--- src/uart_pkg.sv ---
package uart_pkg;

  // Serial payload byte
  typedef logic [7:0] uart_byte_t;

  // Register word address and bus data word
  typedef logic [1:0] wb_addr_t;
  typedef logic [7:0] wb_data_t;

  // Status word as seen on a read of REG_STATUS
  typedef logic [7:0] uart_status_t;

  // Master request, held until ack
  typedef struct packed {
    logic     cyc;
    logic     stb;
    logic     we;
    wb_addr_t adr;
    wb_data_t dat;
  } wb_req_t;

  // Slave response, ack lasts one cycle
  typedef struct packed {
    logic     ack;
    wb_data_t dat;
  } wb_rsp_t;

  // Register map
  localparam wb_addr_t REG_DATA   = 2'd0;
  localparam wb_addr_t REG_STATUS = 2'd1;

  // Status bit positions, upper bits read zero
  localparam int ST_TX_BUSY   = 0;
  localparam int ST_RX_VALID  = 1;
  localparam int ST_FRAME_ERR = 2;
  localparam int ST_OVERRUN   = 3;

  // Start bit, 8 data bits, stop bit
  localparam int UART_FRAME_BITS = 10;

endpackage
--- src/uart_top.sv ---
`timescale 1ns/10ps

module uart_top import uart_pkg::*; #(
  parameter int CLK_DIV = 104
) (
  input  logic    clk,
  input  logic    rstn,
  input  wb_req_t host0_req,
  input  wb_req_t host1_req,
  output wb_rsp_t host0_rsp,
  output wb_rsp_t host1_rsp,
  input  logic    rx,
  output logic    tx
);

  wb_req_t    slv_req;
  wb_rsp_t    slv_rsp;
  logic       load;
  uart_byte_t tx_data;
  logic       tx_busy;
  logic       bit_tick;
  logic       rx_tick;
  logic       rx_sync;
  uart_byte_t rx_byte;
  logic       rx_done;
  logic       frame_err;

  // Two hosts share the register slave
  wb_arbiter wb_arbiter_i (
    .clk       (clk),
    .rstn      (rstn),
    .host0_req (host0_req),
    .host1_req (host1_req),
    .host0_rsp (host0_rsp),
    .host1_rsp (host1_rsp),
    .slv_req   (slv_req),
    .slv_rsp   (slv_rsp)
  );

  uart_regs uart_regs_i (
    .clk       (clk),
    .rstn      (rstn),
    .slv_req   (slv_req),
    .slv_rsp   (slv_rsp),
    .tx_busy   (tx_busy),
    .load      (load),
    .tx_data   (tx_data),
    .rx_byte   (rx_byte),
    .rx_done   (rx_done),
    .frame_err (frame_err)
  );

  // Transmit divider runs only while a frame is in flight
  baud_gen #(
    .CLK_DIV (CLK_DIV)
  ) baud_gen_i (
    .clk      (clk),
    .rstn     (rstn),
    .run      (tx_busy),
    .rx_sync  (rx_sync),
    .bit_tick (bit_tick),
    .rx_tick  (rx_tick)
  );

  uart_tx uart_tx_i (
    .clk      (clk),
    .rstn     (rstn),
    .load     (load),
    .tx_data  (tx_data),
    .bit_tick (bit_tick),
    .tx       (tx),
    .busy     (tx_busy)
  );

  uart_rx uart_rx_i (
    .clk       (clk),
    .rstn      (rstn),
    .rx        (rx),
    .rx_tick   (rx_tick),
    .rx_sync   (rx_sync),
    .rx_byte   (rx_byte),
    .rx_done   (rx_done),
    .frame_err (frame_err)
  );

endmodule

--- src/wb_arbiter.sv ---
`timescale 1ns/10ps

module wb_arbiter import uart_pkg::*; (
  input  logic    clk,
  input  logic    rstn,
  input  wb_req_t host0_req,
  input  wb_req_t host1_req,
  output wb_rsp_t host0_rsp,
  output wb_rsp_t host1_rsp,
  output wb_req_t slv_req,
  input  wb_rsp_t slv_rsp
);

  typedef enum logic [1:0] {
    own_none,
    own_host0,
    own_host1
  } owner_e;

  owner_e owner;

  // Fixed priority, host 0 wins a tie
  always_ff @(posedge clk) begin
    if (!rstn) begin
      owner <= own_none;
    end else begin
      case (owner)
        own_none: begin
          if (host0_req.cyc) begin
            owner <= own_host0;
          end else if (host1_req.cyc) begin
            owner <= own_host1;
          end
        end
        // Bus stays with the owner until its cycle ends
        own_host0: if (!host0_req.cyc) owner <= own_none;
        own_host1: if (!host1_req.cyc) owner <= own_none;
        default:   owner <= own_none;
      endcase
    end
  end

  always_comb begin
    // Idle request when nobody owns the bus
    slv_req       = '0;
    host0_rsp     = slv_rsp;
    host1_rsp     = slv_rsp;
    host0_rsp.ack = 1'b0;
    host1_rsp.ack = 1'b0;
    case (owner)
      own_host0: begin
        slv_req       = host0_req;
        host0_rsp.ack = slv_rsp.ack;
      end
      own_host1: begin
        slv_req       = host1_req;
        host1_rsp.ack = slv_rsp.ack;
      end
      default: ;
    endcase
  end

endmodule

--- src/uart_regs.sv ---
`timescale 1ns/10ps

module uart_regs import uart_pkg::*; (
  input  logic       clk,
  input  logic       rstn,
  input  wb_req_t    slv_req,
  output wb_rsp_t    slv_rsp,
  input  logic       tx_busy,
  output logic       load,
  output uart_byte_t tx_data,
  input  uart_byte_t rx_byte,
  input  logic       rx_done,
  input  logic       frame_err
);

  logic         ack_q;
  wb_data_t     dat_q;
  logic         rx_valid;
  logic         frame_err_q;
  logic         overrun;
  logic         req_ok;
  logic         data_wr;
  logic         data_rd;
  uart_status_t status;

  // No new request in the ack cycle, the master still holds it
  assign req_ok  = slv_req.cyc && slv_req.stb && !ack_q;
  assign data_wr = req_ok && slv_req.we && (slv_req.adr == REG_DATA);
  assign data_rd = req_ok && !slv_req.we && (slv_req.adr == REG_DATA);

  always_comb begin
    status               = '0;
    status[ST_TX_BUSY]   = tx_busy;
    status[ST_RX_VALID]  = rx_valid;
    status[ST_FRAME_ERR] = frame_err_q;
    status[ST_OVERRUN]   = overrun;
  end

  always_ff @(posedge clk) begin
    if (!rstn) begin
      ack_q       <= 1'b0;
      load        <= 1'b0;
      rx_valid    <= 1'b0;
      frame_err_q <= 1'b0;
      overrun     <= 1'b0;
    end else begin
      ack_q <= 1'b0;
      load  <= 1'b0;
      // Data writes wait here while a frame is still going out
      if (data_wr) begin
        if (!tx_busy) begin
          ack_q <= 1'b1;
          load  <= 1'b1;
        end
      end else if (req_ok) begin
        ack_q <= 1'b1;
      end
      if (data_rd) begin
        rx_valid <= 1'b0;
        overrun  <= 1'b0;
      end
      // New byte wins over a read in the same cycle
      if (rx_done) begin
        rx_valid    <= 1'b1;
        frame_err_q <= frame_err;
        if (rx_valid && !data_rd) begin
          overrun <= 1'b1;
        end
      end
    end
  end

  always_ff @(posedge clk) begin
    if (data_wr && !tx_busy) begin
      tx_data <= slv_req.dat;
    end
    if (req_ok && !slv_req.we) begin
      case (slv_req.adr)
        REG_DATA:   dat_q <= rx_byte;
        REG_STATUS: dat_q <= status;
        default:    dat_q <= '0;
      endcase
    end
  end

  assign slv_rsp.ack = ack_q;
  assign slv_rsp.dat = dat_q;

endmodule

--- src/uart_rx.sv ---
`timescale 1ns/10ps

module uart_rx import uart_pkg::*; (
  input  logic       clk,
  input  logic       rstn,
  input  logic       rx,
  input  logic       rx_tick,
  output logic       rx_sync,
  output uart_byte_t rx_byte,
  output logic       rx_done,
  output logic       frame_err
);

  typedef enum logic [1:0] {
    rx_idle,
    rx_start,
    rx_data,
    rx_stop
  } rx_state_e;

  rx_state_e  state;
  // Two flop synchronizer plus a delayed copy for edge detection
  logic       rx_s1;
  logic       rx_s2;
  logic       rx_prev;
  logic [2:0] bit_idx;
  uart_byte_t shift;

  always_ff @(posedge clk) begin
    if (!rstn) begin
      rx_s1   <= 1'b1;
      rx_s2   <= 1'b1;
      rx_prev <= 1'b1;
    end else begin
      rx_s1   <= rx;
      rx_s2   <= rx_s1;
      rx_prev <= rx_s2;
    end
  end

  // Falling edge on an idle line restarts the sample phase
  assign rx_sync = (state == rx_idle) && rx_prev && !rx_s2;

  // Bits arrive LSB first
  always_ff @(posedge clk) begin
    if (state == rx_data && rx_tick) begin
      shift <= {rx_s2, shift[7:1]};
    end
    if (state == rx_stop && rx_tick) begin
      rx_byte <= shift;
    end
  end

  always_ff @(posedge clk) begin
    if (!rstn) begin
      state     <= rx_idle;
      bit_idx   <= '0;
      rx_done   <= 1'b0;
      frame_err <= 1'b0;
    end else begin
      rx_done <= 1'b0;
      case (state)
        rx_idle: begin
          if (rx_sync) begin
            state <= rx_start;
          end
        end
        // A line back high at mid start was a glitch
        rx_start: begin
          if (rx_tick) begin
            bit_idx <= '0;
            state   <= rx_s2 ? rx_idle : rx_data;
          end
        end
        rx_data: begin
          if (rx_tick) begin
            bit_idx <= bit_idx + 1'b1;
            if (bit_idx == 3'd7) begin
              state <= rx_stop;
            end
          end
        end
        rx_stop: begin
          if (rx_tick) begin
            rx_done   <= 1'b1;
            // Low stop bit means a broken frame
            frame_err <= !rx_s2;
            state     <= rx_idle;
          end
        end
        default: state <= rx_idle;
      endcase
    end
  end

endmodule

--- src/uart_tx.sv ---
`timescale 1ns/10ps

module uart_tx import uart_pkg::*; (
  input  logic       clk,
  input  logic       rstn,
  input  logic       load,
  input  uart_byte_t tx_data,
  input  logic       bit_tick,
  output logic       tx,
  output logic       busy
);

  typedef enum logic [1:0] {
    tx_idle,
    tx_loading,
    tx_sending
  } tx_state_e;

  tx_state_e  state;
  // Data bits plus the start bit in the LSB
  logic [8:0] shifter;
  // Bit times left in the frame
  logic [3:0] bitcount;

  // Shift right, ones enter from the top as stop bit and idle level
  always_ff @(posedge clk) begin
    if (state == tx_idle && load) begin
      shifter <= {tx_data, 1'b0};
    end else if (state == tx_loading || (state == tx_sending && bit_tick)) begin
      shifter <= {1'b1, shifter[8:1]};
    end
  end

  always_ff @(posedge clk) begin
    if (!rstn) begin
      state    <= tx_idle;
      tx       <= 1'b1;
      bitcount <= '0;
    end else begin
      case (state)
        tx_idle: begin
          tx <= 1'b1;
          if (load) begin
            bitcount <= 4'(UART_FRAME_BITS);
            state    <= tx_loading;
          end
        end
        // Start bit goes out right away, the divider starts with busy
        tx_loading: begin
          tx       <= shifter[0];
          bitcount <= bitcount - 1'b1;
          state    <= tx_sending;
        end
        tx_sending: begin
          if (bit_tick) begin
            // Count reaches zero once the stop bit has had its full time
            if (bitcount == '0) begin
              state <= tx_idle;
            end else begin
              tx       <= shifter[0];
              bitcount <= bitcount - 1'b1;
            end
          end
        end
        default: state <= tx_idle;
      endcase
    end
  end

  assign busy = (state != tx_idle);

endmodule

--- src/baud_gen.sv ---
`timescale 1ns/10ps

module baud_gen #(
  parameter int CLK_DIV = 104
) (
  input  logic clk,
  input  logic rstn,
  input  logic run,
  input  logic rx_sync,
  output logic bit_tick,
  output logic rx_tick
);

  localparam int CW = (CLK_DIV > 2) ? $clog2(CLK_DIV) : 1;

  logic [CW-1:0] bit_cnt;
  logic [CW-1:0] rx_cnt;

  always_ff @(posedge clk) begin
    if (!rstn) begin
      bit_cnt <= '0;
      rx_cnt  <= '0;
    end else begin
      // Transmit divider only counts during a frame
      if (!run || bit_cnt == CW'(CLK_DIV - 1)) begin
        bit_cnt <= '0;
      end else begin
        bit_cnt <= bit_cnt + 1'b1;
      end
      // Receive divider, first tick lands half a bit after the start edge
      if (rx_sync) begin
        rx_cnt <= CW'(CLK_DIV / 2 - 1);
      end else if (rx_cnt == '0) begin
        rx_cnt <= CW'(CLK_DIV - 1);
      end else begin
        rx_cnt <= rx_cnt - 1'b1;
      end
    end
  end

  assign bit_tick = run && (bit_cnt == CW'(CLK_DIV - 1));
  // Free running between frames, the receiver ignores ticks while idle
  assign rx_tick  = (rx_cnt == '0);

endmodule

--- config.mk ---
export PLATFORM = sky130hd
export DESIGN_NAME = uart_top
export DESIGN_NICKNAME = d
export VERILOG_FILES = /design/src/uart_pkg.sv /design/src/uart_top.sv /design/src/wb_arbiter.sv /design/src/uart_regs.sv /design/src/uart_rx.sv /design/src/uart_tx.sv /design/src/baud_gen.sv
export SDC_FILE = /design/constraint.sdc
export NUM_CORES = 1
export LEC_CHECK = 0
export BUFFER_PORTS_ARGS = -buffer_cell sky130_fd_sc_hd__buf_4
export CORE_UTILIZATION = 25
export CTS_BUF_LIST = sky130_fd_sc_hd__clkbuf_16
export CTS_CLUSTER_SIZE = 28
export DETAILED_ROUTE_END_ITERATION = 10
export SLEW_MARGIN = 20
export SYNTH_ARGS = -nofsm -noshare
export SYNTH_HDL_FRONTEND = slang
export SYNTH_SLANG_ARGS = --single-unit
export TNS_END_PERCENT = 20
--- constraint.sdc ---
create_clock -name clk -period 5.15 [get_ports clk]
set_input_delay 0.2575 -clock clk [delete_from_list [all_inputs] [get_ports clk]]
set_output_delay 0.2575 -clock clk [all_outputs]
set_load 0.01 [all_outputs]
# Word level (Yosys, flattened, before mapping)
# Cells that the tools add are included.
# Widths: inputs -> output; s select.
[op_classes]
n_bitwise = 1
mux = 43
eq_ne = 22
n_reduce_logical = 45
n_addsub = 4
[ops]
columns = ["operator", "count"]
rows = [
  ["$mux 2", 13],
  ["$pmux 13 s2", 1],
  ["$mux 9", 2],
  ["$pmux 8 s2", 1],
  ["$logic_and 1x1->1", 15],
  ["$ne 2x2->1 const B", 7],
  ["$mux 1", 13],
  ["$mux 4", 3],
  ["$pmux 2 s3", 2],
  ["$pmux 4 s3", 1],
  ["$reduce_and 3->1", 4],
  ["$eq 2x1->1 const B", 4],
  ["$eq 2x2->1 const B", 4],
  ["$logic_not 2->1", 4],
  ["$ne 2x1->1 const B", 4],
  ["$pmux 2 s4", 1],
  ["$reduce_bool 2->1", 4],
  ["$add 7x1->7 const B", 1],
  ["$eq 7x7->1 const B", 1],
  ["$logic_not 7->1", 1],
  ["$mux 7", 1],
  ["$sub 7x1->7 const B", 1],
  ["$mux 3", 2],
  ["$mux 6", 1],
  ["other kinds (16)", 24],
]
[totals]
out_inout_bits = 19
inputBits = 29
wordCells = 141
reg_bits = 79

# Logic depth before layout (Yosys ltp)
[depth]
depth_word = 10
mapped_depth = 7
mapped_depth_nobuf = 6

# Hierarchy
# A second synthesis with hierarchy kept.
[unflattened]
hier_cells = 322
hier_area_um2 = 3674.8
[by_module_without_submodules]
columns = ["mod", "area_each_um2", "cells_per_inst", "seq_area_each_um2", "n_inst"]
rows = [
  ["uart_rx", 929.6, 61, 680.7, 1],
  ["uart_tx", 829.5, 76, 400.4, 1],
  ["uart_regs", 805.8, 53, 580.6, 1],
  ["baud_gen", 625.6, 71, 280.3, 1],
  ["wb_arbiter", 484.2, 61, 40.0, 1],
]

# Worst setup path after synthesis
# Ideal clock, no wire load.
[synth_path]
path_type = "register -> register"
from = "register baud_gen_i.rx_cnt[0]"
to = "register uart_rx_i.shift[0], enable pin"
setup_ns = 0.370
path_buffers = 1
period_less_slack_ns = 2.100
stages_incl_launch_ff = 8
arrival_time_ns = 1.730
slack_ns = 3.050
cell_sequence = "dfxtp_1 -> inv_1 -> ha_1 -> nor3b_1 -> and3_1 -> buf_2 -> nand2_1 -> nor2_1"
[synth_via]
elab_chain_len = 2
[synth_lines]
columns = ["item", "line", "source"]
rows = [
  ["from (decl)", "baud_gen.sv:17", "logic [CW-1:0] rx_cnt;"],
  ["from (signal assigned)", "baud_gen.sv:32", "rx_cnt <= CW'(CLK_DIV / 2 - 1);"],
  ["from (signal assigned)", "baud_gen.sv:34", "rx_cnt <= CW'(CLK_DIV - 1);"],
  ["from (signal assigned)", "baud_gen.sv:36", "rx_cnt <= rx_cnt - 1'b1;"],
  ["$logic_not 7->1", "baud_gen.sv:43", "assign rx_tick = (rx_cnt == '0);"],
  ["$logic_and 1x1->1", "uart_rx.sv:46", "if (state == rx_data && rx_tick) begin"],
  ["to (signal assigned)", "uart_rx.sv:47", "shift <= {rx_s2, shift[7:1]};"],
  ["to (decl)", "uart_rx.sv:27", "uart_byte_t shift;"],
]
# Every way passes these cells.
# A chain may end at the register's enable or synchronous reset.

# Worst setup path in the final report
# Ends and elaborated chain as after synthesis.

==> flow_summary.ini <==
[logic_synthesis]
synth_top_area_share_pct = 33.9
synth_top_flop_cell = edfxtp_1
synth-edff-count = 40
avgSynthCellArea_um2 = 10.7
synth-seq-cells = 79
synth_cell_types = 54
synth_top_cell_by_area = edfxtp_1
synth.net_count = 372
syn-instance-count = 331
synthArstFlopShare_pct = 0
synth.area.top_cells = edfxtp_1 (34%), dfxtp_1 (22%), ha_1 (4.2%)
post-synth-top-count-cell = edfxtp_1
synth_common_cells = edfxtp_1 (40), dfxtp_1 (39), nand2_1 (34)
seq_area_frac_synth_pct = 55.9
syn_area_mm2 = 0.00355
ys_warn_count = 0

[grt]
grt_pass1_wl_um = 11400
grt_pass1_vias = 2436
antenna_found_initial = 2
grt_max_degree = 19
gr-total-overflow = 0
grt_use_total_pct = 10.1

[run]
maxCapViolCount = 0

[setup_path]
r2r_end = uart_rx_i.shift[0]
path_max_fanout = 9
cp.depth = 6
reg2reg_depth = 6
crit_type = register to register
arrival_ps = 2370
cp-end-kind = register
crit_slowest_cell = nor3b_1
r2r_setup_slack_ps = 2750
path_cells = inv_1 -> ha_1 -> nor3b_1 -> and3_1 -> nand2_1 -> nor2_1
cpLargestDelayFamily = simple AND/OR/NAND/NOR gates
crit-reg2reg-launch = baud_gen_i.rx_cnt[0]
cpPeakStageDelay_ps = 500
start_kind = register
cp_num_buf_inv = 1
worstPathRequired_ps = 5120

[route]
wl_um = 7010
vias_per_cell = 4.43
drc = 0
vias = 2456
wl_per_cell_um = 12.7
drt_pass1_iterations = 4
ant_nets = 0
drt-initial-drc-count = 120

[die]
io_pins = 48
core_mm2 = 0.0139
num_rows = 43
die_y_um = 121
die_area_mm2 = 0.0147
initial_core_util_pct = 25.6
die_x_um = 121

[sta]
finClkSkew_ps = 9.32
min_period_over_period_pct = 46.5
setup_violations = 0
min_period_ps = 2400
worst_pin_slew_ps = 697
fin_setup_tns_ps = 0
maxSlewViolCount = 0
holdWs_ps = 106
final_hold_viol_count = 0
rsz0062_at_grt = no
maxSlewHeadroom_pct = 53.5
fmax_mhz = 417

[power]
power.leakage_nw = 1.62
p_total_mw = 1.51
p_int_mw = 1.13
clkPwrFrac_pct = 43.6
peakVddDrop_mv = 0.166
switching_power_uw = 372
comb_power_share_pct = 10.1
powerDensity_mw_per_mm2 = 349
p_sw_share_pct = 24.7
seq_power_share_pct = 46.3

[placed_design]
post-dp-hpwl_um = 5090
gp_congestion = 0.759
io_buffers = 47
post-place-cells = 537

[cells_and_area]
area_growth_pct = 21.8
drive_gt1_share_pct = 19.0
fill_cells = 1396
fin_nets = 409
stdcell_count = 554

[clock_tree]
cts_tree = yes
cts_hold_buf = 0
postCtsSetupBuffers = 0
cts_buffer_depth = 2
clkSinkCount = 79
clkTransAtPathRegs_ps = 60
clock_latency_ps = 340
htree_num_levels = 3
cts_resized = 0
cts_made_buffers = 9
root_buffer = clkbuf_16

[worst_hold_path]
hold_end = uart_rx_i.rx_s1
min_delay_path_depth = 2
hp-start = rx
hold_class = input port to register

[run_status]
status = completed
==> routing by layer <==
layer	GRT usage, %	vias up	share of wire [%]
met3	3.76	11	7.0
li1	-	1252	-
met5	0	-	0.20
met2	16.6	49	46
met4	4.63	2	1.7
met1	11.7	1142	45
==> registers in the layout, indices dropped and copies added (netlist names), 2 cells and up, named ones only <==
signal,count
baud_gen_i.bit_cnt,7
baud_gen_i.rx_cnt,7
uart_regs_i.dat_q,8
uart_regs_i.tx_data,8
uart_rx_i.bit_idx,3
uart_rx_i.rx_byte,8
uart_rx_i.shift,8
uart_tx_i.bitcount,4
uart_tx_i.shifter,9
uart_tx_i.state,2
wb_arbiter_i.owner,2
==> power groups by stage <==
stage	combinational [mW]	clock, mW	sequential [mW]
6_report	0.152	0.657	0.697
5_1_grt	0.171	0.698	0.699
4_1_cts	0.153	0.673	0.697
3_5_place_dp	0.152	0	0.710
3_3_place_gp	0.150	0	0.708
2_1_floorplan	0.113	0	0.705
==> cell usage in the layout (no fill, tap or decap), types with 3 or more instances in the layout <==
cell type  synthesis  layout
dfxtp_1           39      39
edfxtp_1          40      40
buf_4              8      47
nand4_1            3       3
a31oi_1            3       3
nor2b_1           10      10
nand2b_1           8       8
a311oi_1           4       4
o21ai_0            9       9
inv_6              0       3
o21a_1             3       3
nand3_1           12      12
nand2_1           34      34
a22oi_1           12      12
a21oi_1           11      11
inv_1             20      20
xnor2_1            6       6
clkbuf_16          0       9
and3_1             6       6
a22o_1             6       6
ha_1              12      12
nor2_1            23      23
and2_1            10      10
nor3_1             5       5
==> cell type report <==
class,instances,area (um2),area share (%)
flip-flops and latches,79,1980,45.9
multi-input cells,211,1370,31.8
repair buffers,47,353,8.17
clock buffers,9,225,5.21
well taps,180,225,5.21
clock inverters,7,83.8,1.94
inverters,20,75.1,1.74
diodes,1,2.50,0.0579
==> cell families (layout without fill, tap and decap cells) <==
group | Yosys count | in the layout | synth area share (%)
and+or+nand+nor | 122 | 122 | 17.6
DFF | 79 | 79 | 55.9
AOI/OAI and AO/OA | 67 | 67 | 14.3
buffers and inverters | 41 | 83 | 5.43
xor gates and xnor gates | 8 | 8 | 1.98
muxes | 2 | 2 | 0.564
adders and majority gates | 12 | 12 | 4.23
other | 0 | 1 | 0
==> through the flow <==
| stage | worst slack [ps] | instance area, um2 | util [%] |
|---|---|---|---|
| 3_3_place_gp | 2840 | 4010 | 28.9 |
| 2_1_floorplan | 3050 | 3550 | - |
| 5_1_grt | 2490 | 4320 | 31.1 |
| 3_5_place_dp | 2740 | 4010 | 28.9 |
| 6_report | 2750 | 4320 | 31.1 |
| 4_1_cts | 2760 | 4320 | 31.1 |
==> how the worst max path moves through the flow <==
stage / from / endpoint / slack [ps]
floorplan: baud_gen_i.rx_cnt[0] / uart_rx_i.shift[0] / 3050
global placement: baud_gen_i.rx_cnt[0] / uart_rx_i.shift[5] / 2840
detailed placement: baud_gen_i.rx_cnt[0] / uart_rx_i.shift[5] / 2740
CTS: baud_gen_i.rx_cnt[0] / uart_rx_i.shift[5] / 2760
global route: baud_gen_i.rx_cnt[0] / uart_rx_i.shift[0] / 2490
finish: baud_gen_i.rx_cnt[0] / uart_rx_i.shift[0] / 2750
No activity file was read; power rests on OpenSTA's default activity.
